**config.mk**
```make
export PLATFORM = sky130hd
export DESIGN_NAME = lsu_mem_port
export DESIGN_NICKNAME = d
export VERILOG_FILES = /design/src/design/axil_mem_pkg.sv /design/src/design/lsu_mem_port.sv
export SDC_FILE = /design/constraint.sdc
export NUM_CORES = 1
export LEC_CHECK = 0
export BUFFER_PORTS_ARGS = -buffer_cell sky130_fd_sc_hd__buf_2
export CELL_PAD_IN_SITES_DETAIL_PLACEMENT = 1
export CELL_PAD_IN_SITES_GLOBAL_PLACEMENT = 1
export CORE_ASPECT_RATIO = 1.4
export CORE_MARGIN = 2
export CORE_UTILIZATION = 35
export CTS_BUF_LIST = sky130_fd_sc_hd__clkbuf_4 sky130_fd_sc_hd__clkbuf_8
export DETAILED_ROUTE_END_ITERATION = 12
export GPL_TIMING_DRIVEN = 0
export PLACE_DENSITY_LB_ADDON = 0.1
export SLEW_MARGIN = 20
export SYNTH_ARGS = -nofsm -noshare
export SYNTH_HDL_FRONTEND = slang
export SYNTH_SLANG_ARGS = --single-unit
```
**constraint.sdc**
```tcl
create_clock -name CLK -period 2.9 [get_ports CLK]
set_clock_uncertainty 0.05 [all_clocks]
set_input_delay 0.29 -clock CLK [delete_from_list [all_inputs] [get_ports CLK]]
set_output_delay 0.29 -clock CLK [all_outputs]
set_load 0.05 [all_outputs]
```
**src/design/axil_mem_pkg.sv**
```systemverilog
`default_nettype none

package axil_mem_pkg;

    localparam int ADDR_WIDTH = 32;
    localparam int DATA_WIDTH = 32;
    localparam int STRB_WIDTH = DATA_WIDTH / 8;  // one per byte

    localparam int SRAM_WORDS = 256;  // 1 KiB
    localparam int SRAM_LAT   = 2;    // accept to response valid

    localparam logic [1:0] RESP_OKAY   = 2'd0;
    localparam logic [1:0] RESP_SLVERR = 2'd2;

    // arbiter grant encodings
    localparam logic [1:0] GNT_IDLE = 2'd0;
    localparam logic [1:0] GNT_IFU  = 2'd1;
    localparam logic [1:0] GNT_LSU  = 2'd2;

endpackage

`default_nettype wire

```
**src/design/lsu_mem_port.sv**
```systemverilog
`default_nettype none

module lsu_mem_port (
    input  wire                                 CLK,
    input  wire                                 RESETN,
    input  wire                                 ls_req,
    input  wire                                 ls_write,
    input  wire  [axil_mem_pkg::ADDR_WIDTH-1:0] ls_addr,
    input  wire  [axil_mem_pkg::DATA_WIDTH-1:0] ls_wdata,
    input  wire  [axil_mem_pkg::STRB_WIDTH-1:0] ls_wstrb,
    output logic                                ls_busy,
    output logic                                ls_done,
    output logic [axil_mem_pkg::DATA_WIDTH-1:0] ls_rdata,
    output logic                                ls_err,
    output logic                                lsu_awvalid,
    output logic [axil_mem_pkg::ADDR_WIDTH-1:0] lsu_awaddr,
    input  wire                                 lsu_awready,
    output logic                                lsu_wvalid,
    output logic [axil_mem_pkg::DATA_WIDTH-1:0] lsu_wdata,
    output logic [axil_mem_pkg::STRB_WIDTH-1:0] lsu_wstrb,
    input  wire                                 lsu_wready,
    input  wire                                 lsu_bvalid,
    input  wire  [1:0]                          lsu_bresp,
    output logic                                lsu_bready,
    output logic                                lsu_arvalid,
    output logic [axil_mem_pkg::ADDR_WIDTH-1:0] lsu_araddr,
    input  wire                                 lsu_arready,
    input  wire                                 lsu_rvalid,
    input  wire  [axil_mem_pkg::DATA_WIDTH-1:0] lsu_rdata,
    input  wire  [1:0]                          lsu_rresp,
    output logic                                lsu_rready
);

    logic start, r_hs, b_hs;

    assign start      = ls_req && !ls_busy;
    assign r_hs       = lsu_rvalid && lsu_rready;
    assign b_hs       = lsu_bvalid && lsu_bready;
    assign lsu_bready = 1'b1;
    assign lsu_rready = 1'b1;
    assign lsu_araddr = lsu_awaddr;  // one latched address serves both

    always_ff @(posedge CLK or negedge RESETN) begin
        if (!RESETN) begin
            ls_busy     <= 1'b0;
            ls_done     <= 1'b0;
            lsu_awvalid <= 1'b0;
            lsu_wvalid  <= 1'b0;
            lsu_arvalid <= 1'b0;
        end else begin
            ls_done <= r_hs || b_hs;
            if (start) begin
                ls_busy     <= 1'b1;
                lsu_awvalid <= ls_write;
                lsu_wvalid  <= ls_write;
                lsu_arvalid <= !ls_write;
            end else begin
                if (lsu_awready) lsu_awvalid <= 1'b0;  // aw and w drop on their own
                if (lsu_wready) lsu_wvalid <= 1'b0;
                if (lsu_arready) lsu_arvalid <= 1'b0;
                if (r_hs || b_hs) ls_busy <= 1'b0;
            end
        end
    end

    always_ff @(posedge CLK) begin
        if (start) begin
            lsu_awaddr <= ls_addr;
            lsu_wdata  <= ls_wdata;
            lsu_wstrb  <= ls_wstrb;
        end
        if (r_hs) begin
            ls_rdata <= lsu_rdata;
            ls_err   <= lsu_rresp != axil_mem_pkg::RESP_OKAY;
        end else if (b_hs) begin
            ls_err <= lsu_bresp != axil_mem_pkg::RESP_OKAY;
        end
    end

    a_one_dir: assert property (@(posedge CLK) disable iff (!RESETN)
        !(lsu_awvalid && lsu_arvalid));

endmodule

`default_nettype wire

```
==> flow_summary.yaml <==
synthesis:
  synth_area_um2: 3510
  syn_avg_cell_area_um2: 22.6
  synth_seq_area_share: 0.900
  synthCells: 155
  synth_seq_cells: 106
  synth_warnings: 0
  synth.distinct_cells: 14
global_route:
  grt_max_degree: 36
  grt_antenna_before_repair: 1
  grt_pass1_wl_mm: 12.5
  grt-ovfl-total: 0
  grt_pass1_vias: 2440
  gr-usage-all-layers: 0.160
pwr:
  p_sw_w: 0.00112
  power_density_nw_per_um2: 677
  intPower_w: 0.00239
  max-vdd-ir-drop_mv: 0.311
  p_seq_frac: 0.522
  comb_power_share: 0.220
  switching_share: 0.318
  clock_power_share: 0.258
  power_leakage_nw: 2.35
clocking:
  cts_sinks: 106
  cts_buffer_depth: 2
  cts_resized: 0
  cts_tree: "done"
  post_cts_buffers: 0
  worstSkewPairLatency_ns: 0.36
  numCtsBuffers: 9
  postCtsHoldBufs: 1
  cts-root-buf: "clkbuf_8"
  clk_pin_slew_ns: 0.10
  htree_levels: 3
placed_design:
  numPortBuffers: 250
  gp_congestion: 0.767
  place_ws_ns: 1.24
  place_hpwl_mm: 7.09
setup_path:
  critPathLaunch: "ls_busy"
  worstPathBufferInverterCount: 1
  critPathMaxFanout: 27
  critical_path.max_stage_delay_ns: 0.62
  cp_slowest_cell: "nor2b_4"
  worstSetupStartpointType: "register"
  crit_chain: "nor2b_4 -> buf_12"
  r2r_end: "lsu_wdata[9]"
  required_ns: 2.91
  critPathCaptureType: "register"
  rr_worst_depth: 2
  worstReg2RegStart: "ls_busy"
  crit_path_end: "lsu_wdata[9]"
  cp.depth: 2
  crit_type: "register to register"
  r2r_slack_ns: 1.21
  cp.arrival_ns: 1.70
  crit_family: "simple AND/OR/NAND/NOR gates"
timing:
  tightestPinTransition_ns: 0.746
  period_minus_slack_ns: 1.69
  fin_crit_sh: 0.582
  max_freq_mhz: 592
  setup_tns_ns: 0
  finalHoldViolations: 0
  fin_ws_ns: 1.21
  holdWs_ns: 0.0439
  rsz0062_at_grt: "no"
  final-max-slew-violation-count: 0
  setup_violations: 0
  timing.slew.headroom: 0.502
layout:
  syn2layout_area_growth_pct: 47.9
  layout.nets: 533
  drive_gt1_frac: 0.715
  num_antenna_cells: 0
job:
  max_cap_viol_count: 0
route:
  num_vias: 2343
  wl_per_cell_um: 15.6
  ant_nets: 0
  drc_errors: 0
  wirelength_mm: 8.71
  drt_first_pass_iters: 4
  vias_per_cell: 4.18
  drt_iter0_drc: 87
floorplanning:
  design.portCount: 253
  initial_core_util: 0.356
  row_count: 43
  core_um2: 9850
  die_area_um2: 10800
  dieWidth_um: 88.6
  die_height_um: 122
status:
  status: "completed"
worst_hold_path:
  hp-class: "input port to register"
-- worst min path at each step --
stage	endpoint	slack [ns]	startpoint	depth (start not counted)
2_1_floorplan	ls_busy	-0.06	RESETN	0
4_1_cts	lsu_araddr[3]	0.02	ls_addr[3]	1
3_3_place_gp	ls_busy	0.06	RESETN	1
3_5_place_dp	ls_busy	0.06	RESETN	1
6_report	lsu_wdata[25]	0.04	ls_wdata[25]	1
5_1_grt	lsu_araddr[3]	0.006	ls_addr[3]	1
-- through the flow --
stage | power [W] | utilization | cell area [um^2] | std cells
final | 0.00351 | 0.527 | 5190 | 560
after global placement | 0.00262 | 0.501 | 4930 | 541
after global routing | 0.00364 | 0.527 | 5190 | 560
after CTS | 0.00356 | 0.527 | 5190 | 560
after detailed placement | 0.00265 | 0.506 | 4980 | 543
after floorplan | 0.00241 | - | 3510 | 156
-- placed cells by master, fill, tap and decap left out, drive strengths merged --
master,count
edfxtp,101
o21ai,2
dlygate4sd3,1
clkinv,3
nor2,2
dfrtp,5
nand2b,3
buf,286
mux2i,1
bufinv,1
conb,2
nor2b,1
nand3b,1
inv,4
nor3,1
a21oi,1
a21o,1
clkbuf,9
-- logic make-up after synthesis --
kind of cell           after synthesis  share of synthesized area
and+or+nand+nor                      8                     0.0150
AOI/OAI and AO/OA                    4                    0.00678
DFF                                106                      0.900
buffers and inverters               35                     0.0738
other                                1                    0.00107
muxes                                1                    0.00285
-- per-layer routing --
layer,routed length (um),GRT usage,vias to the layer above
met5,16,0,-
met2,4840,0.295,149
li1,-,-,1072
met4,203,0.0653,2
met3,998,0.0720,17
met1,2650,0.148,1103
-- layout make-up --
class | count | area (um^2)
buffer | 34 | 255
clock buffer | 9 | 124
clock inverter | 7 | 75.1
fill | 1054 | 4660
inverter | 1 | 3.75
multi-input combinational | 15 | 93.8
sequential | 106 | 3160
tap | 135 | 169
timing repair buffer | 253 | 1310
-- power by group through the flow --
| stage | clock [W] | combinational [W] | sequential (W) |
|---|---|---|---|
| floorplan | 0 | 0.000175 | 0.00224 |
| global placement | 0 | 0.000756 | 0.00187 |
| detailed placement | 0 | 0.000778 | 0.00187 |
| CTS | 0.000946 | 0.000779 | 0.00184 |
| global route | 0.000989 | 0.000807 | 0.00185 |
| finish | 0.000907 | 0.000771 | 0.00183 |
-- cell usage after synthesis --
cell	instances	area (um^2)
a21o_2	1	8.76
a21oi_1	1	5.00
buf_4	34	255
conb_1	1	3.75
dfrtp_1	5	125
edfxtp_1	101	3030
inv_1	1	3.75
mux2i_1	1	10.0
nand2b_1	3	18.8
nand3b_1	1	7.51
nor2_1	2	7.51
nor2b_4	1	13.8
nor3_1	1	5.00
o21ai_0	2	10.0
-- sequential cells by signal, summed over array words and instances, names as in the netlist --
register	count
lsu_wvalid	1
ls_rdata	32
lsu_arvalid	1
lsu_wdata	32
lsu_awvalid	1
ls_busy	1
ls_done	1
lsu_wstrb	4
ls_err	1
lsu_araddr	32
Power figures use the tool's default switching activity.
