File: config.mk
export PLATFORM = sky130hd
export DESIGN_NAME = ifu_fetch_port
export DESIGN_NICKNAME = d
export VERILOG_FILES = /design/src/design/axil_mem_pkg.sv /design/src/design/ifu_fetch_port.sv
export SDC_FILE = /design/constraint.sdc
export NUM_CORES = 1
export LEC_CHECK = 0
export BUFFER_PORTS_ARGS = -buffer_cell sky130_fd_sc_hd__buf_4
export CAP_MARGIN = 15
export CORE_ASPECT_RATIO = 1.75
export CORE_MARGIN = 10
export CORE_UTILIZATION = 35
export CTS_CLUSTER_SIZE = 24
export DETAILED_ROUTE_END_ITERATION = 6
export GPL_TIMING_DRIVEN = 0
export HOLD_SLACK_MARGIN = 0.05
export PLACE_DENSITY = 0.75
export SLEW_MARGIN = 20
export SYNTH_ARGS = -nofsm -noshare
export SYNTH_HDL_FRONTEND = slang
export SYNTH_SLANG_ARGS = --single-unit
File: constraint.sdc
create_clock -name CLK -period 1.8 [get_ports CLK]
set_clock_uncertainty 0.05 [all_clocks]
set_input_delay 0.36 -clock CLK [delete_from_list [all_inputs] [get_ports CLK]]
set_output_delay 0.36 -clock CLK [all_outputs]
set_load 0.01 [all_outputs]
File: src/design/axil_mem_pkg.sv
`default_nettype none

package axil_mem_pkg;

    localparam int ADDR_WIDTH = 32;
    localparam int DATA_WIDTH = 32;
    localparam int STRB_WIDTH = DATA_WIDTH / 8;  // one per byte

    localparam int SRAM_WORDS = 256;  // 1 KiB
    localparam int SRAM_LAT   = 2;    // accept to response valid

    localparam logic [1:0] RESP_OKAY   = 2'd0;
    localparam logic [1:0] RESP_SLVERR = 2'd2;

    // arbiter grant encodings
    localparam logic [1:0] GNT_IDLE = 2'd0;
    localparam logic [1:0] GNT_IFU  = 2'd1;
    localparam logic [1:0] GNT_LSU  = 2'd2;

endpackage

`default_nettype wire

File: src/design/ifu_fetch_port.sv
`default_nettype none

module ifu_fetch_port (
    input  wire                                 CLK,
    input  wire                                 RESETN,
    input  wire                                 fetch_req,
    input  wire  [axil_mem_pkg::ADDR_WIDTH-1:0] fetch_pc,
    output logic                                fetch_busy,
    output logic                                fetch_done,
    output logic [axil_mem_pkg::DATA_WIDTH-1:0] fetch_inst,
    output logic                                fetch_err,
    output logic                                ifu_awvalid,
    output logic [axil_mem_pkg::ADDR_WIDTH-1:0] ifu_awaddr,
    input  wire                                 ifu_awready,
    output logic                                ifu_wvalid,
    output logic [axil_mem_pkg::DATA_WIDTH-1:0] ifu_wdata,
    output logic [axil_mem_pkg::STRB_WIDTH-1:0] ifu_wstrb,
    input  wire                                 ifu_wready,
    input  wire                                 ifu_bvalid,
    input  wire  [1:0]                          ifu_bresp,
    output logic                                ifu_bready,
    output logic                                ifu_arvalid,
    output logic [axil_mem_pkg::ADDR_WIDTH-1:0] ifu_araddr,
    input  wire                                 ifu_arready,
    input  wire                                 ifu_rvalid,
    input  wire  [axil_mem_pkg::DATA_WIDTH-1:0] ifu_rdata,
    input  wire  [1:0]                          ifu_rresp,
    output logic                                ifu_rready
);

    // fetch is read only
    assign ifu_awvalid = 1'b0;
    assign ifu_awaddr  = '0;
    assign ifu_wvalid  = 1'b0;
    assign ifu_wdata   = '0;
    assign ifu_wstrb   = '0;
    assign ifu_bready  = 1'b1;
    assign ifu_rready  = 1'b1;  // no back-pressure

    always_ff @(posedge CLK or negedge RESETN) begin
        if (!RESETN) begin
            fetch_busy  <= 1'b0;
            fetch_done  <= 1'b0;
            ifu_arvalid <= 1'b0;
        end else begin
            fetch_done <= ifu_rvalid && ifu_rready;
            if (fetch_req && !fetch_busy) begin
                fetch_busy  <= 1'b1;
                ifu_arvalid <= 1'b1;
            end else begin
                if (ifu_arvalid && ifu_arready) begin
                    ifu_arvalid <= 1'b0;
                end
                if (ifu_rvalid && ifu_rready) begin
                    fetch_busy <= 1'b0;
                end
            end
        end
    end

    always_ff @(posedge CLK) begin
        if (fetch_req && !fetch_busy) begin
            ifu_araddr <= fetch_pc;
        end
        if (ifu_rvalid && ifu_rready) begin
            fetch_inst <= ifu_rdata;
            fetch_err  <= ifu_rresp != axil_mem_pkg::RESP_OKAY;
        end
    end

    a_req_idle: assert property (@(posedge CLK) disable iff (!RESETN)
        fetch_req |-> !fetch_busy);

    // the arbiter must never route write traffic here
    a_no_write: assert property (@(posedge CLK) disable iff (!RESETN)
        !(ifu_awready || ifu_wready || ifu_bvalid));

endmodule

`default_nettype wire

==> results.cfg, run 1 <==
[power_and_ir_drop]
ir_worst_vdd_mv = 0.439
power.density_nw_per_um2 = 936
p_leak_nw = 2.11

[worst_setup_path]
cp-start-kind = flop
r2r_cells = 2
ff2ff_setup_slack_ps = 480
worst-path-buf-inv = 1
r2r_start = fetch_busy
max_stage_delay_ps = 430
critPathArrivalTime_ps = 930
path_depth = 1
crit_required_ps = 1390
r2r-end = ifu_araddr[27]
critPathTopFamily = flip-flops
crit_end = fetch_busy
cp_max_fo = 4
end_kind = output pin
critPathSlowestCell = dfrtp_1
worst-setup-path-type = reg2out
path_cells = buf_4
cp-startpoint = fetch_busy

[floorplanning]
io_pins = 216
core_sq_um = 7230
start_util_pct = 36.1
fp.dieH_microns = 134
num_rows = 41
die_w_microns = 85.3
die_area_sq_um = 11400

[finish]
drive_above_1_share_pct = 60.7
final_cell_area_sq_um = 4320
final_cell_mix = buf_4 (210), conb_1 (72), edfxtp_1 (65)
syn2layout_area_growth_pct = 65.6
diodes = 0
layout.nets = 445
final_common_cell = buf_4

[clock_tree]
cts_root_buf = clkbuf_16
clock_latency_ps = 320
clk_pin_slew_ps = 50
cts_max_level = 3
clk_path_buf_depth = 2
cts_tree = built
cts_num_sinks = 68
numCtsBuffers = 9

[place]
dp_slack_ps = 438
place_hpwl_mm = 6.21
gp_congestion = 0.663
dpl_cell_area_sq_um = 4050
port_buffers = 138

[global_route]
grt_overflow = 0
grt_pass1_vias = 1936
antenna_found_initial = 0
grt_pass1_wl_mm = 10.4
grt_use_total_pct = 12.2
grt_max_degree = 36

[sta]
setup_violations = 0
clock.fmax_mhz = 746
holdWs_ps = 155
rsz0062_at_grt = false
period_minus_slack_ps = 1340
hold_viol_final = 0
fin_crit_sh_pct = 74.5
slew_violations = 0
final.setup.worst_slack_ps = 460

[min_path]
hp-class = in2reg

[drt]
dr_wl_met3_mm = 1.26
wire_per_inst_microns = 16.2
via_per_inst = 3.74
drc = 0
num_vias = 1720
dr.pass1.iters = 4
ant_nets = 0
drt_iter0_markers = 59
route.met2.wl_mm = 3.66
wirelength_mm = 7.46
drt-met1-wl_mm = 2.40
top_layer = met4

[logic_synthesis]
ys_warn_count = 0
syn_inst = 148
ys_types = 10
ys_ff_latch = 68
syn_avg_cell_area_sq_um = 17.6
synth.yosys.seq_area_share_pct = 77.7
synthesis.area_sq_um = 2610

[status]
outcome = completed

[flow_run]
drv_cap = 0
what timing repair did:
item | in CTS | in global routing
hold buffers | 1 | 0
resized for setup | 0 | 0
setup buffers | 0 | 0
hold endpoints to repair | 3 | 0
cell families after synthesis:
family / Yosys count / synth area share (%)
buffers and inverters: 73 / 20.9
DFF: 68 / 77.7
and+or+nand+nor: 3 / 0.719
AOI/OAI and AO/OA: 2 / 0.479
other: 2 / 0.288
sequential cells by signal, indices dropped and copies added, names as in the netlist:
| signal | cells |
|---|---|
| ifu_arvalid | 1 |
| fetch_done | 1 |
| fetch_err | 1 |
| ifu_araddr | 32 |
| fetch_busy | 1 |
| fetch_inst | 32 |
stage by stage:
step / total power, mW / util (%) / setup TNS, ps / instances
after floorplan: 2.21 / - / 0 / 218
after global placement: 2.52 / 55.5 / -8520 / 442
after global routing: 4.23 / 59.7 / 0 / 460
final: 4.04 / 59.7 / 0 / 460
after detailed placement: 2.55 / 56.0 / 0 / 443
after CTS: 4.10 / 59.7 / 0 / 460
power breakdown:
part | internal (mW) | switching [mW]
Combinational | 0.343 | 0.274
Clock | 0.922 | 0.596
Sequential | 1.87 | 0.0373
cell usage after synthesis, drive strengths merged:
master | instances | area, sq um
or2 | 1 | 6.26
buf | 72 | 541
conb | 2 | 7.51
a21oi | 1 | 5.00
nor2b | 1 | 8.76
a21o | 1 | 7.51
nor2 | 1 | 3.75
dfrtp | 3 | 75.1
edfxtp | 65 | 1950
inv | 1 | 3.75
layer usage:
metal	vias up	track usage [%]
met4	0	6.43
met5	-	0
li1	814	-
met3	9	9.88
met2	152	20.3
met1	745	9.73
cell type report:
class                           instances  area (sq um)
Fill cell                             585          2910
Sequential cell                        68          2030
Timing Repair Buffer                  140          1070
Buffer                                 72           541
Multi-Input combinational cell         77           307
Clock buffer                           11           233
Tap cell                               86           108
Clock inverter                          5          30.0
Inverter                                1          3.75
worst min path at each step:
stage	startpoint	to	slack [ps]	cells after the start
floorplan	RESETN	fetch_busy	10	0
global placement	RESETN	ifu_arvalid	100	1
detailed placement	RESETN	fetch_done	110	1
CTS	fetch_pc[8]	ifu_araddr[8]	140	1
global route	fetch_pc[7]	ifu_araddr[7]	140	1
finish	fetch_pc[12]	ifu_araddr[12]	150	1
No activity file was read; power rests on OpenSTA's default activity.
==> run 2, diff against run 1 <==
--- a/config.mk
+++ b/config.mk
@@ -5,16 +5,17 @@
 export SDC_FILE = /design/constraint.sdc
 export NUM_CORES = 1
 export LEC_CHECK = 0
+export ABC_AREA = 1
 export BUFFER_PORTS_ARGS = -buffer_cell sky130_fd_sc_hd__buf_4
 export CAP_MARGIN = 15
 export CORE_ASPECT_RATIO = 1.75
 export CORE_MARGIN = 10
-export CORE_UTILIZATION = 35
+export CORE_UTILIZATION = 38
 export CTS_CLUSTER_SIZE = 24
 export DETAILED_ROUTE_END_ITERATION = 6
 export GPL_TIMING_DRIVEN = 0
 export HOLD_SLACK_MARGIN = 0.05
-export PLACE_DENSITY = 0.75
+export PLACE_DENSITY = 0.77
 export SLEW_MARGIN = 20
 export SYNTH_ARGS = -nofsm -noshare
 export SYNTH_HDL_FRONTEND = slang
==> constraint.sdc (replaced) <==
create_clock -name CLK -period 1.35 [get_ports CLK]
set_clock_uncertainty 0.05 [all_clocks]
set_input_delay 0.27 -clock CLK [delete_from_list [all_inputs] [get_ports CLK]]
set_output_delay 0.27 -clock CLK [all_outputs]
set_load 0.01 [all_outputs]
==> run 2 against run 1 <==
Against the previous run: cell area increased by 0.69%; worst setup slack worse by 310 ps; largest cell class unchanged; via count is 1.8% lower; register-to-register slack got worse by 320 ps; largest power group unchanged; sequential share of layout area decreased by 0.32 points; flip-flop and latch count did not move; hold slack worse by 80 ps.
==> results.cfg, run 2 <==
[status]
outcome = completed

[global_route]
grt_max_degree = 36
grt_use_total_pct = 13.3
grt_pass1_wl_mm = 10.1
antenna_found_initial = 0
grt_pass1_vias = 1922
grt_overflow = 0

[min_path]
hp-class = in2reg

[clock_tree]
clk_path_buf_depth = 2
cts_num_sinks = 68
numCtsBuffers = 9
cts_root_buf = clkbuf_16
clock_latency_ps = 310
cts_tree = built
cts_max_level = 3
clk_pin_slew_ps = 50

[logic_synthesis]
ys_types = 7
synth_enable_flop_cells = 65
ys_top_cells_by_area = edfxtp_1 (75%), buf_4 (21%), dfrtp_1 (2.9%)
syn_inst = 152
yosys_most_used_dff = edfxtp_1
syn_avg_cell_area_sq_um = 17.2
synth_top_area_share_pct = 74.6
ys_warn_count = 0
synth.yosys.seq_area_share_pct = 77.5
ys_ff_latch = 68
post-synth-top-count-cell = buf_4
synth_top_area_cell = edfxtp_1
synthArstFlopShare_pct = 4.41
synthesis.area_sq_um = 2620
synthTopCellsByCount = buf_4 (72), edfxtp_1 (65), nand2_1 (5)

[finish]
fill_cells = 534
layout.nets = 451
layout.cells.non_filler = 461
syn2layout_area_growth_pct = 66.4
multiInputGateArea_sq_um = 298
seq_area_sq_um = 2030
reg.largest.list = fetch_inst: 32 flops, ifu_araddr: 32 flops
final_common_cell = buf_4
diodes = 0
drive_above_1_share_pct = 60.2
final_cell_mix = buf_4 (210), conb_1 (72), edfxtp_1 (65)

[power_and_ir_drop]
p_leak_nw = 2.14
ir_worst_vdd_mv = 0.767
power.density_nw_per_um2 = 1270
p_total_mw = 5.52

[floorplanning]
die_w_microns = 82.7
num_rows = 40
core_sq_um = 6810
start_util_pct = 38.4
io_pins = 216
fp.dieH_microns = 130
die_area_sq_um = 10700

[worst_setup_path]
cp_max_fo = 1
end_kind = output pin
cp-start-kind = flop
worst-setup-path-type = reg2out
worst-path-buf-inv = 1
critPathSlowestCell = edfxtp_1
crit_required_ps = 1030
critPathArrivalTime_ps = 880
path_cells = buf_4
critPathTopFamily = flip-flops
max_stage_delay_ps = 400

[place]
port_buffers = 138
gp_congestion = 0.719
dp_cells = 444

[sta]
rsz0062_at_grt = false
setup_violations = 0
fin_crit_sh_pct = 89.0
hold_viol_final = 0
period_minus_slack_ps = 1200
clock.fmax_mhz = 832
slew_violations = 0

[drt]
via_per_inst = 3.66
dr.pass1.iters = 3
num_vias = 1689
drt_iter0_markers = 42
wire_per_inst_microns = 16.0
wirelength_mm = 7.38
ant_nets = 0
drc = 0

[flow_run]
drv_cap = 0
-- run 2: cell type report --
type	count	area share, %
Buffer	72	12.4
Clock buffer	9	5.18
Clock inverter	4	1.01
Inverter	4	0.431
Multi-Input combinational cell	78	6.84
Sequential cell	68	46.6
Tap cell	84	2.42
Timing Repair Buffer	141	25.0
Timing Repair inverter	1	0.173
-- run 2: worst paths after layout --
| check | start | to | slack, ps | depth (start not counted) |
|---|---|---|---|---|
| max in group asynchronous | RESETN | fetch_busy | 910 | 2 |
| min in group asynchronous | RESETN | fetch_done | 250 | 2 |
| setup reg to reg | fetch_busy | ifu_araddr[20] | 160 | 4 |
| setup / recovery | ifu_araddr[0] | ifu_araddr[0] | 150 | 1 |
| hold / removal | ifu_rdata[17] | fetch_inst[17] | 80 | 1 |
| hold reg to reg | ifu_arvalid | ifu_arvalid | 450 | 2 |
-- run 2: timing repair --
| action | 4_1_cts | 5_1_grt |
|---|---|---|
| endpoints found under the setup margin | 32 | 0 |
| resized for setup | 1 | 0 |
| hold buffers | 1 | 0 |
| setup buffers | 2 | 0 |
| endpoints found under the hold margin | 3 | 0 |
-- run 2: cells by family after synthesis --
| family | after synthesis | share of synthesized area [%] |
|---|---|---|
| flops | 68 | 77.5 |
| buf+inv | 76 | 21.2 |
| other cells | 2 | 0.287 |
| simple gates | 6 | 0.957 |
-- run 2: power by group --
part	internal (mW)	switching, mW
Combinational	0.471	0.384
Sequential	2.51	0.0486
Clock	1.38	0.732
Total	4.36	1.16
-- run 2: metrics by stage --
step           utilization (%)  hold slack [ps]  setup TNS [ps]  setup WS [ps]  instance area, sq um
2_1_floorplan                -            -75.6           -1880          -58.9                  2880
3_3_place_gp              59.1             7.92           -6610           -209                  4030
3_5_place_dp              59.1             9.96           -7850           -248                  4030
4_1_cts                   63.9             59.8               0            117                  4350
5_1_grt                   63.9             55.6               0           85.9                  4350
6_report                  63.9             75.1               0            149                  4350
-- run 2: routing by layer --
metal	track usage [%]	vias up	routed length, microns
met5	0	-	0
met2	21.3	136	3760
met3	10.8	6	1420
met1	10.9	726	2090
met4	7.42	0	108
li1	-	821	-
