==> src/design/axil_mem_pkg.sv <==
`default_nettype none

package axil_mem_pkg;

    localparam int ADDR_WIDTH = 32;
    localparam int DATA_WIDTH = 32;
    localparam int STRB_WIDTH = DATA_WIDTH / 8;  // one per byte

    localparam int SRAM_WORDS = 256;  // 1 KiB
    localparam int SRAM_LAT   = 2;    // accept to response valid

    localparam logic [1:0] RESP_OKAY   = 2'd0;
    localparam logic [1:0] RESP_SLVERR = 2'd2;

    // arbiter grant encodings
    localparam logic [1:0] GNT_IDLE = 2'd0;
    localparam logic [1:0] GNT_IFU  = 2'd1;
    localparam logic [1:0] GNT_LSU  = 2'd2;

endpackage

`default_nettype wire

==> src/design/axil_arbiter.sv <==
`default_nettype none

module axil_arbiter (
    input  wire                                 CLK,
    input  wire                                 RESETN,
    input  wire                                 ifu_awvalid,
    input  wire  [axil_mem_pkg::ADDR_WIDTH-1:0] ifu_awaddr,
    output logic                                ifu_awready,
    input  wire                                 ifu_wvalid,
    input  wire  [axil_mem_pkg::DATA_WIDTH-1:0] ifu_wdata,
    input  wire  [axil_mem_pkg::STRB_WIDTH-1:0] ifu_wstrb,
    output logic                                ifu_wready,
    output logic                                ifu_bvalid,
    output logic [1:0]                          ifu_bresp,
    input  wire                                 ifu_bready,
    input  wire                                 ifu_arvalid,
    input  wire  [axil_mem_pkg::ADDR_WIDTH-1:0] ifu_araddr,
    output logic                                ifu_arready,
    output logic                                ifu_rvalid,
    output logic [axil_mem_pkg::DATA_WIDTH-1:0] ifu_rdata,
    output logic [1:0]                          ifu_rresp,
    input  wire                                 ifu_rready,
    input  wire                                 lsu_awvalid,
    input  wire  [axil_mem_pkg::ADDR_WIDTH-1:0] lsu_awaddr,
    output logic                                lsu_awready,
    input  wire                                 lsu_wvalid,
    input  wire  [axil_mem_pkg::DATA_WIDTH-1:0] lsu_wdata,
    input  wire  [axil_mem_pkg::STRB_WIDTH-1:0] lsu_wstrb,
    output logic                                lsu_wready,
    output logic                                lsu_bvalid,
    output logic [1:0]                          lsu_bresp,
    input  wire                                 lsu_bready,
    input  wire                                 lsu_arvalid,
    input  wire  [axil_mem_pkg::ADDR_WIDTH-1:0] lsu_araddr,
    output logic                                lsu_arready,
    output logic                                lsu_rvalid,
    output logic [axil_mem_pkg::DATA_WIDTH-1:0] lsu_rdata,
    output logic [1:0]                          lsu_rresp,
    input  wire                                 lsu_rready,
    output logic                                sram_awvalid,
    output logic [axil_mem_pkg::ADDR_WIDTH-1:0] sram_awaddr,
    input  wire                                 sram_awready,
    output logic                                sram_wvalid,
    output logic [axil_mem_pkg::DATA_WIDTH-1:0] sram_wdata,
    output logic [axil_mem_pkg::STRB_WIDTH-1:0] sram_wstrb,
    input  wire                                 sram_wready,
    input  wire                                 sram_bvalid,
    input  wire  [1:0]                          sram_bresp,
    output logic                                sram_bready,
    output logic                                sram_arvalid,
    output logic [axil_mem_pkg::ADDR_WIDTH-1:0] sram_araddr,
    input  wire                                 sram_arready,
    input  wire                                 sram_rvalid,
    input  wire  [axil_mem_pkg::DATA_WIDTH-1:0] sram_rdata,
    input  wire  [1:0]                          sram_rresp,
    output logic                                sram_rready
);

    logic [1:0] state;
    logic       sel_ifu, sel_lsu;
    logic       done_hs;

    assign sel_ifu = (state == axil_mem_pkg::GNT_IFU);
    assign sel_lsu = (state == axil_mem_pkg::GNT_LSU);
    assign done_hs = (sram_bvalid && sram_bready) || (sram_rvalid && sram_rready);

    always_ff @(posedge CLK or negedge RESETN) begin
        if (!RESETN) begin
            state <= axil_mem_pkg::GNT_IDLE;
        end else begin
            case (state)
                axil_mem_pkg::GNT_IDLE: begin
                    if (ifu_awvalid || ifu_arvalid) begin  // ifu always first
                        state <= axil_mem_pkg::GNT_IFU;
                    end else if (lsu_awvalid || lsu_arvalid) begin
                        state <= axil_mem_pkg::GNT_LSU;
                    end
                end
                axil_mem_pkg::GNT_IFU, axil_mem_pkg::GNT_LSU: begin
                    if (done_hs) begin  // release only on completed B or R
                        state <= axil_mem_pkg::GNT_IDLE;
                    end
                end
                default: state <= axil_mem_pkg::GNT_IDLE;
            endcase
        end
    end

    // granted master to sram
    assign sram_awvalid = sel_ifu ? ifu_awvalid : (sel_lsu && lsu_awvalid);
    assign sram_awaddr  = sel_ifu ? ifu_awaddr  : (sel_lsu ? lsu_awaddr : '0);
    assign sram_wvalid  = sel_ifu ? ifu_wvalid  : (sel_lsu && lsu_wvalid);
    assign sram_wdata   = sel_ifu ? ifu_wdata   : (sel_lsu ? lsu_wdata : '0);
    assign sram_wstrb   = sel_ifu ? ifu_wstrb   : (sel_lsu ? lsu_wstrb : '0);
    assign sram_bready  = sel_ifu ? ifu_bready  : (sel_lsu && lsu_bready);
    assign sram_arvalid = sel_ifu ? ifu_arvalid : (sel_lsu && lsu_arvalid);
    assign sram_araddr  = sel_ifu ? ifu_araddr  : (sel_lsu ? lsu_araddr : '0);
    assign sram_rready  = sel_ifu ? ifu_rready  : (sel_lsu && lsu_rready);

    // sram back to the granted master and zeros to the other
    assign ifu_awready = sel_ifu && sram_awready;
    assign ifu_wready  = sel_ifu && sram_wready;
    assign ifu_bvalid  = sel_ifu && sram_bvalid;
    assign ifu_bresp   = sel_ifu ? sram_bresp : '0;
    assign ifu_arready = sel_ifu && sram_arready;
    assign ifu_rvalid  = sel_ifu && sram_rvalid;
    assign ifu_rdata   = sel_ifu ? sram_rdata : '0;
    assign ifu_rresp   = sel_ifu ? sram_rresp : '0;

    assign lsu_awready = sel_lsu && sram_awready;
    assign lsu_wready  = sel_lsu && sram_wready;
    assign lsu_bvalid  = sel_lsu && sram_bvalid;
    assign lsu_bresp   = sel_lsu ? sram_bresp : '0;
    assign lsu_arready = sel_lsu && sram_arready;
    assign lsu_rvalid  = sel_lsu && sram_rvalid;
    assign lsu_rdata   = sel_lsu ? sram_rdata : '0;
    assign lsu_rresp   = sel_lsu ? sram_rresp : '0;

    // no sram response once the grant is gone
    a_idle_quiet: assert property (@(posedge CLK) disable iff (!RESETN)
        state == axil_mem_pkg::GNT_IDLE |-> !(sram_bvalid || sram_rvalid));

    a_grant_held: assert property (@(posedge CLK) disable iff (!RESETN)
        (sram_bvalid || sram_rvalid) |-> state == $past(state));

endmodule

`default_nettype wire

==> config.mk <==
export PLATFORM = sky130hd
export DESIGN_NAME = axil_arbiter
export DESIGN_NICKNAME = d
export VERILOG_FILES = /design/src/design/axil_mem_pkg.sv /design/src/design/axil_arbiter.sv
export SDC_FILE = /design/constraint.sdc
export NUM_CORES = 1
export LEC_CHECK = 0
export BUFFER_PORTS_ARGS = -buffer_cell sky130_fd_sc_hd__buf_2
export CORE_AREA = 2 2 171 173
export DETAILED_ROUTE_END_ITERATION = 10
export DIE_AREA = 0 0 173 175
export PLACE_DENSITY_LB_ADDON = 0.15
export SYNTH_ARGS = -nofsm -noshare
export SYNTH_HDL_FRONTEND = slang
export SYNTH_SLANG_ARGS = --single-unit
==> constraint.sdc <==
create_clock -name CLK -period 2.62 [get_ports CLK]
set_input_delay 0.131 -clock CLK [delete_from_list [all_inputs] [get_ports CLK]]
set_output_delay 0.131 -clock CLK [all_outputs]
set_load 0.05 [all_outputs]
==> metrics.txt, run 1 <==
die height 175 um; Setup WS pre-CTS 0.675 ns; Comb pwr share 95.7%; vias per cell 3.49; H-tree levels 1; Int Pwr 1.70 mW; master of the slowest instance on the critical path dfrtp_1; die width 173 um; fmax 0.456 GHz; pwr dens 1370 nW/um^2; max cap viols 0; Period Utilization, post-route 83.6%; LEAKAGE 2.81 nW; clk_skew 0.0000923 ns; Hold Vio Cnt, Final 0; Top reg by flops state; CTS tree built; Synth area leaders nand2_1 (35%), o21ai_0 (23%), and2_1 (23%); Top Registers state: 2 flops; YS warnings 0; area grow syn2layout 120%; DRC viols 0; WL final 14700 um; crit path time final 2.19 ns; final-stage net count 1132; EDFF count, synth 0; clock slew at reported path FFs 0.03 ns; fin cells 1259; CTS root buffer clkbuf_16; hold crit path type in2async; num rows 62; placed insts 1254; die area 30300 sq um; fin. max-slew vios 0; CORE AREA 28400 sq um; WHS 0.234 ns; # resized after CTS 0; I/O Buffers 439; synthesized area 2260 sq um; Flop pwr share 0.9%; Final Worst Setup Slack 0.429 ns; Synth top area share 35.0%; critical path fanouts, max 84; Detailed Place HPWL 12600 um; initial antenna violation count 1; CTS buffer count 3; Max-slew headroom 77.8%; DRT Pass-1 Iters 4; Post-CTS Setup Inserts 0; Switching Share 75.1%; Avg Inst Size Synth 4.91 sq um; CP cell instances inv_1, ha_4, buf_12, nand2_1, o21ai_0, buf_2; hold buffer count at CTS 1; #FFs+latches synth 2; NetSw 5.12 mW; share of post-route cells with drive strength above 1 52.9%; GRT Resource Usage Total 8.68%; unrepaired setup endpoints after global routing no; Worst Path Arrival 2.06 ns; global route total overflow 0; initial core utilization 7.97%; status complete, no violations; Synth Net Count 717; post-synthesis sequential area ratio 2.21%; Clock Path Buffers 2; clock power share 3.4%; crit path kind reg2out; Post-DRT Antenna Nets 0; Setup-failing EPs final 0; Detailed Route Iter0 Violations 134; Main synth FF type dfrtp_1; first-pass GRT wire length 21500 um; worst-skew pair later-pin latency 0.22 ns; WP data required 2.49 ns; Max IR drop VDD 0.574 mV; Synth area leader nand2_1; num ports 440; Reg2Reg Depth 7; Vias 4394; Worst-Margin Slew 0.333 ns; Setup TNS 0 ns; CTS sink cnt 2; synth cell count leaders nand2_1 (211), o21ai_0 (106), and2_1 (82); top-count cell post-synth nand2_1; vias in the first global route 4156; CP peak stage delay 0.39 ns; crit path launch type register; Mapped Cells 461; WL/cell 11.7 um; pin count of the biggest net entering global routing 85; Async S/R FF share, synth 100%; Yosys cell types 19; placer congestion estimate 0.753; max FFs per register 2; Worst setup EP type primary output
worst max-delay path, delay by kind of cell (launching register included):
kind / cells / cell delay (ns)
buffers and inverters: 3 / 0.79
DFF: 1 / 0.39
adders and majority gates: 1 / 0.37
AOI/OAI and AO/OA: 1 / 0.14
and+or+nand+nor: 1 / 0.07
power by group through the flow:
stage | clock [mW] | sequential (mW) | combinational, mW
2_1_floorplan | 0 | 0.0536 | 5.03
3_3_place_gp | 0 | 0.0616 | 6.65
3_5_place_dp | 0 | 0.0621 | 6.58
4_1_cts | 0.235 | 0.0617 | 6.59
5_1_grt | 0.239 | 0.0625 | 6.93
6_report | 0.231 | 0.0614 | 6.52
cell type report:
class / instances / area (sq um)
diodes: 1 / 2.50
clock buffers: 3 / 75.1
fillers: 3355 / 23400
inverters: 2 / 7.51
multi-input cells: 413 / 2000
flip-flops and latches: 2 / 50.0
well taps: 384 / 480
repair buffers: 454 / 2360
worst paths after layout:
path	start	to	slack, ns
max	state[1]	sram_wstrb[1]	0.43
min	RESETN	state[0]	0.23
max reg2reg	state[1]	state[0]	0.80
min reg2reg	state[0]	state[0]	0.57
max in group asynchronous	RESETN	state[1]	2.28
min in group CLK	ifu_awvalid	state[1]	0.24
metrics by stage:
stage               utilization (%)  total power, mW  instance area, sq um
floorplan                         -             5.09                  2260
global placement               17.2             6.71                  4890
detailed placement             17.2             6.64                  4890
CTS                            17.5             6.88                  4970
global route                   17.5             7.23                  4970
finish                         17.5             6.81                  4980
layout by cell type (no fill, tap or decap):
master	Yosys	final
ha_1	3	1
nor3b_1	1	1
buf_2	11	439
nand3_2	1	1
clkbuf_16	0	3
o21ai_0	106	106
nand4b_1	1	1
buf_4	14	10
o22ai_1	1	1
and2_1	82	82
a2bb2oi_2	1	1
a21boi_2	1	1
dlygate4sd3_1	0	1
nand3b_4	1	1
o2bb2ai_1	1	1
dfrtp_1	2	2
nand2_1	211	211
inv_1	2	2
diode_2	0	1
nand3_1	1	1
buf_12	0	4
ha_4	0	2
nor2_1	2	2
kinds of logic (layout without fill, tap and decap cells):
group / Yosys count / after routing / synth area share, %
and+or+nand+nor: 300 / 300 / 60.3
AOI/OAI and AO/OA: 110 / 110 / 25.3
buffers and inverters: 46 / 459 / 10.6
adders and majority gates: 3 / 3 / 1.66
DFF: 2 / 2 / 2.21
other: 0 / 1 / 0
per-layer routing:
layer	vias up	GRT usage [%]	part of all wire [%]
met5	-	0	0
met4	0	0.918	0.83
met3	10	2.07	8.9
met2	266	18.4	55
met1	1829	8.63	36
li1	2289	-	-
Power figures use the tool's default switching activity.
==> run 2: changes to the inputs <==
CORE_AREA = 2 2 169 171   (was 2 2 171 173)
DIE_AREA = 0 0 171 173   (was 0 0 173 175)
clock period = 1.8 ns   (was 2.62 ns; I/O delays follow)
==> run 2 against run 1 <==
The run now ends with setup timing left. Register-to-register slack worse by 0.72 ns. Combinational power is 110% higher. Hold slack worse by 0.023 ns. Sequential share of layout area is 0.27 points lower. Power is 100% higher. Cell area is 37% higher. Clock skew hardly changed. Clock power is 45% higher. Critical endpoint is now sram_araddr[7]. Highest routed layer is now met5.
==> metrics.txt, run 2 (synthesis results as in run 1) <==
routed wl met3 1670 um; I/O Buffers 439; Period Utilization, post-route 103%; die width 171 um; fmax 0.538 GHz; crit path time final 1.86 ns; pin count of the biggest net entering global routing 63; num rows 61; LEAKAGE 3.41 nW; first-pass GRT wire length 26700 um; Worst-Margin Slew 0.289 ns; max cap viols 0; Clock Path Buffers 2; CTS buffer count 3; pwr dens 2050 nW/um^2; hold crit path type in2async; vias per cell 3.67; clock slew at reported path FFs 0.03 ns; most common cell after layout, fill and taps aside buf_2; CTS root buffer clkbuf_16; DRT Pass-1 Iters 4; placed insts 1264; unrepaired setup endpoints after global routing yes; CTS tree built; num ports 440; crit path kind reg2out; fin. max-slew vios 0; most frequent cells in the layout buf_2 (273), nand2_1 (206), buf_6 (98); M1 WL 6520 um; CORE AREA 27600 sq um; clk_skew 0.000235 ns; global route total overflow 0; crit path launch type register; die area 29600 sq um; Final Worst Setup Slack -0.0572 ns; Worst setup EP type primary output; Setup-failing EPs final 30; Detailed Route Iter0 Violations 79; placer congestion estimate 0.740; initial core utilization 8.19%; fin cells 1289; DRC viols 0; Worst Path Arrival 1.77 ns; max FFs per register 2; GRT Resource Usage Total 11.7%; highest metal used met5; Setup WS pre-CTS -0.0576 ns; initial antenna violation count 5; area grow syn2layout 201%; die height 173 um; WP data required 1.71 ns; vias in the first global route 4783; Detailed Place HPWL 14600 um; Placed Instance Area 5230 sq um; final instance area 6800 sq um; Hold Vio Cnt, Final 0; H-tree levels 1; Max IR drop VDD 0.657 mV; Top Registers state: 2 flops; status complete, but fails checks; R2R setup slack 0.08 ns; share of post-route cells with drive strength above 1 64.1%; WL final 19200 um; worst-skew pair later-pin latency 0.22 ns; Post-DRT Antenna Nets 0; failing checks setup timing; Max-slew headroom 80.8%; WL/cell 14.9 um; final-stage net count 1167; critical path fanouts, max 19; Vias 4733; Top reg by flops state; WL met2 10800 um; CTS sink cnt 2
-- run 2: cell types whose count changed in the layout (fill, tap and decap cells not counted), moves of 10 or more --
cell | before | now
buf_12 | 4 | 14
buf_2 | 439 | 273
buf_4 | 10 | 79
buf_6 | 0 | 98
o21ai_0 | 106 | 14
o21ai_1 | 0 | 16
o21ai_2 | 0 | 66
o21ai_4 | 0 | 10
-- run 2: power breakdown --
group,internal (mW),switching (mW)
clock network,0.283,0.0522
registers,0.0674,0.0217
logic,4.88,8.61
total,5.23,8.68
-- run 2: what timing repair did --
item	in CTS	in global routing
hold endpoints to repair	2	0
buffers inserted	9	3
pin swaps	6	9
gates resized for setup	326	93
gates cloned	5	2
endpoints found under the setup margin	110	141
hold buffers	1	0
-- run 2: final timing paths --
check                            start             end  cells after the start
min in group CLK           ifu_arvalid        state[1]                      3
hold reg to reg               state[1]        state[1]                      3
max in group asynchronous       RESETN        state[0]                      2
setup / recovery              state[0]  sram_araddr[7]                      7
hold / removal                  RESETN        state[1]                      2
setup reg to reg              state[0]        state[1]                      8
-- run 2: layout make-up --
type | instances | area, sq um
Tap cell | 378 | 473
Timing Repair Buffer | 489 | 3790
Multi-Input combinational cell | 413 | 2400
Sequential cell | 2 | 50.0
Inverter | 2 | 7.51
Fill cell | 3124 | 20800
Antenna cell | 2 | 5.00
Clock buffer | 3 | 75.1
-- run 2: per-stage QoR --
stage	power (mW)	util, %	hold slack [ns]	TNS, ns
after global placement	10.6	18.9	-0.0980	-0.0523
after global routing	14.6	24.6	0.218	-6.46
after detailed placement	10.5	18.9	-0.0975	-0.103
after floorplan	7.63	-	-0.206	-30.84
final	13.9	24.6	0.211	-0.620
after CTS	13.4	23.3	0.215	-0.881
-- run 2: worst max-delay path: stages, from the launching register on --
cell       delay (ns)
dfrtp_1          0.40
buf_6            0.13
ha_4             0.17
buf_12           0.14
buf_16           0.16
clkbuf_16        0.19
o21ai_4          0.15
buf_6            0.17
-- run 2: routing by layer --
layer  vias to the layer above  global-route usage (%)
met2                       270                    25.3
met5                         -                       0
met1                      2064                    11.2
met4                         2                    1.55
li1                       2379                       -
met3                        18                    2.36
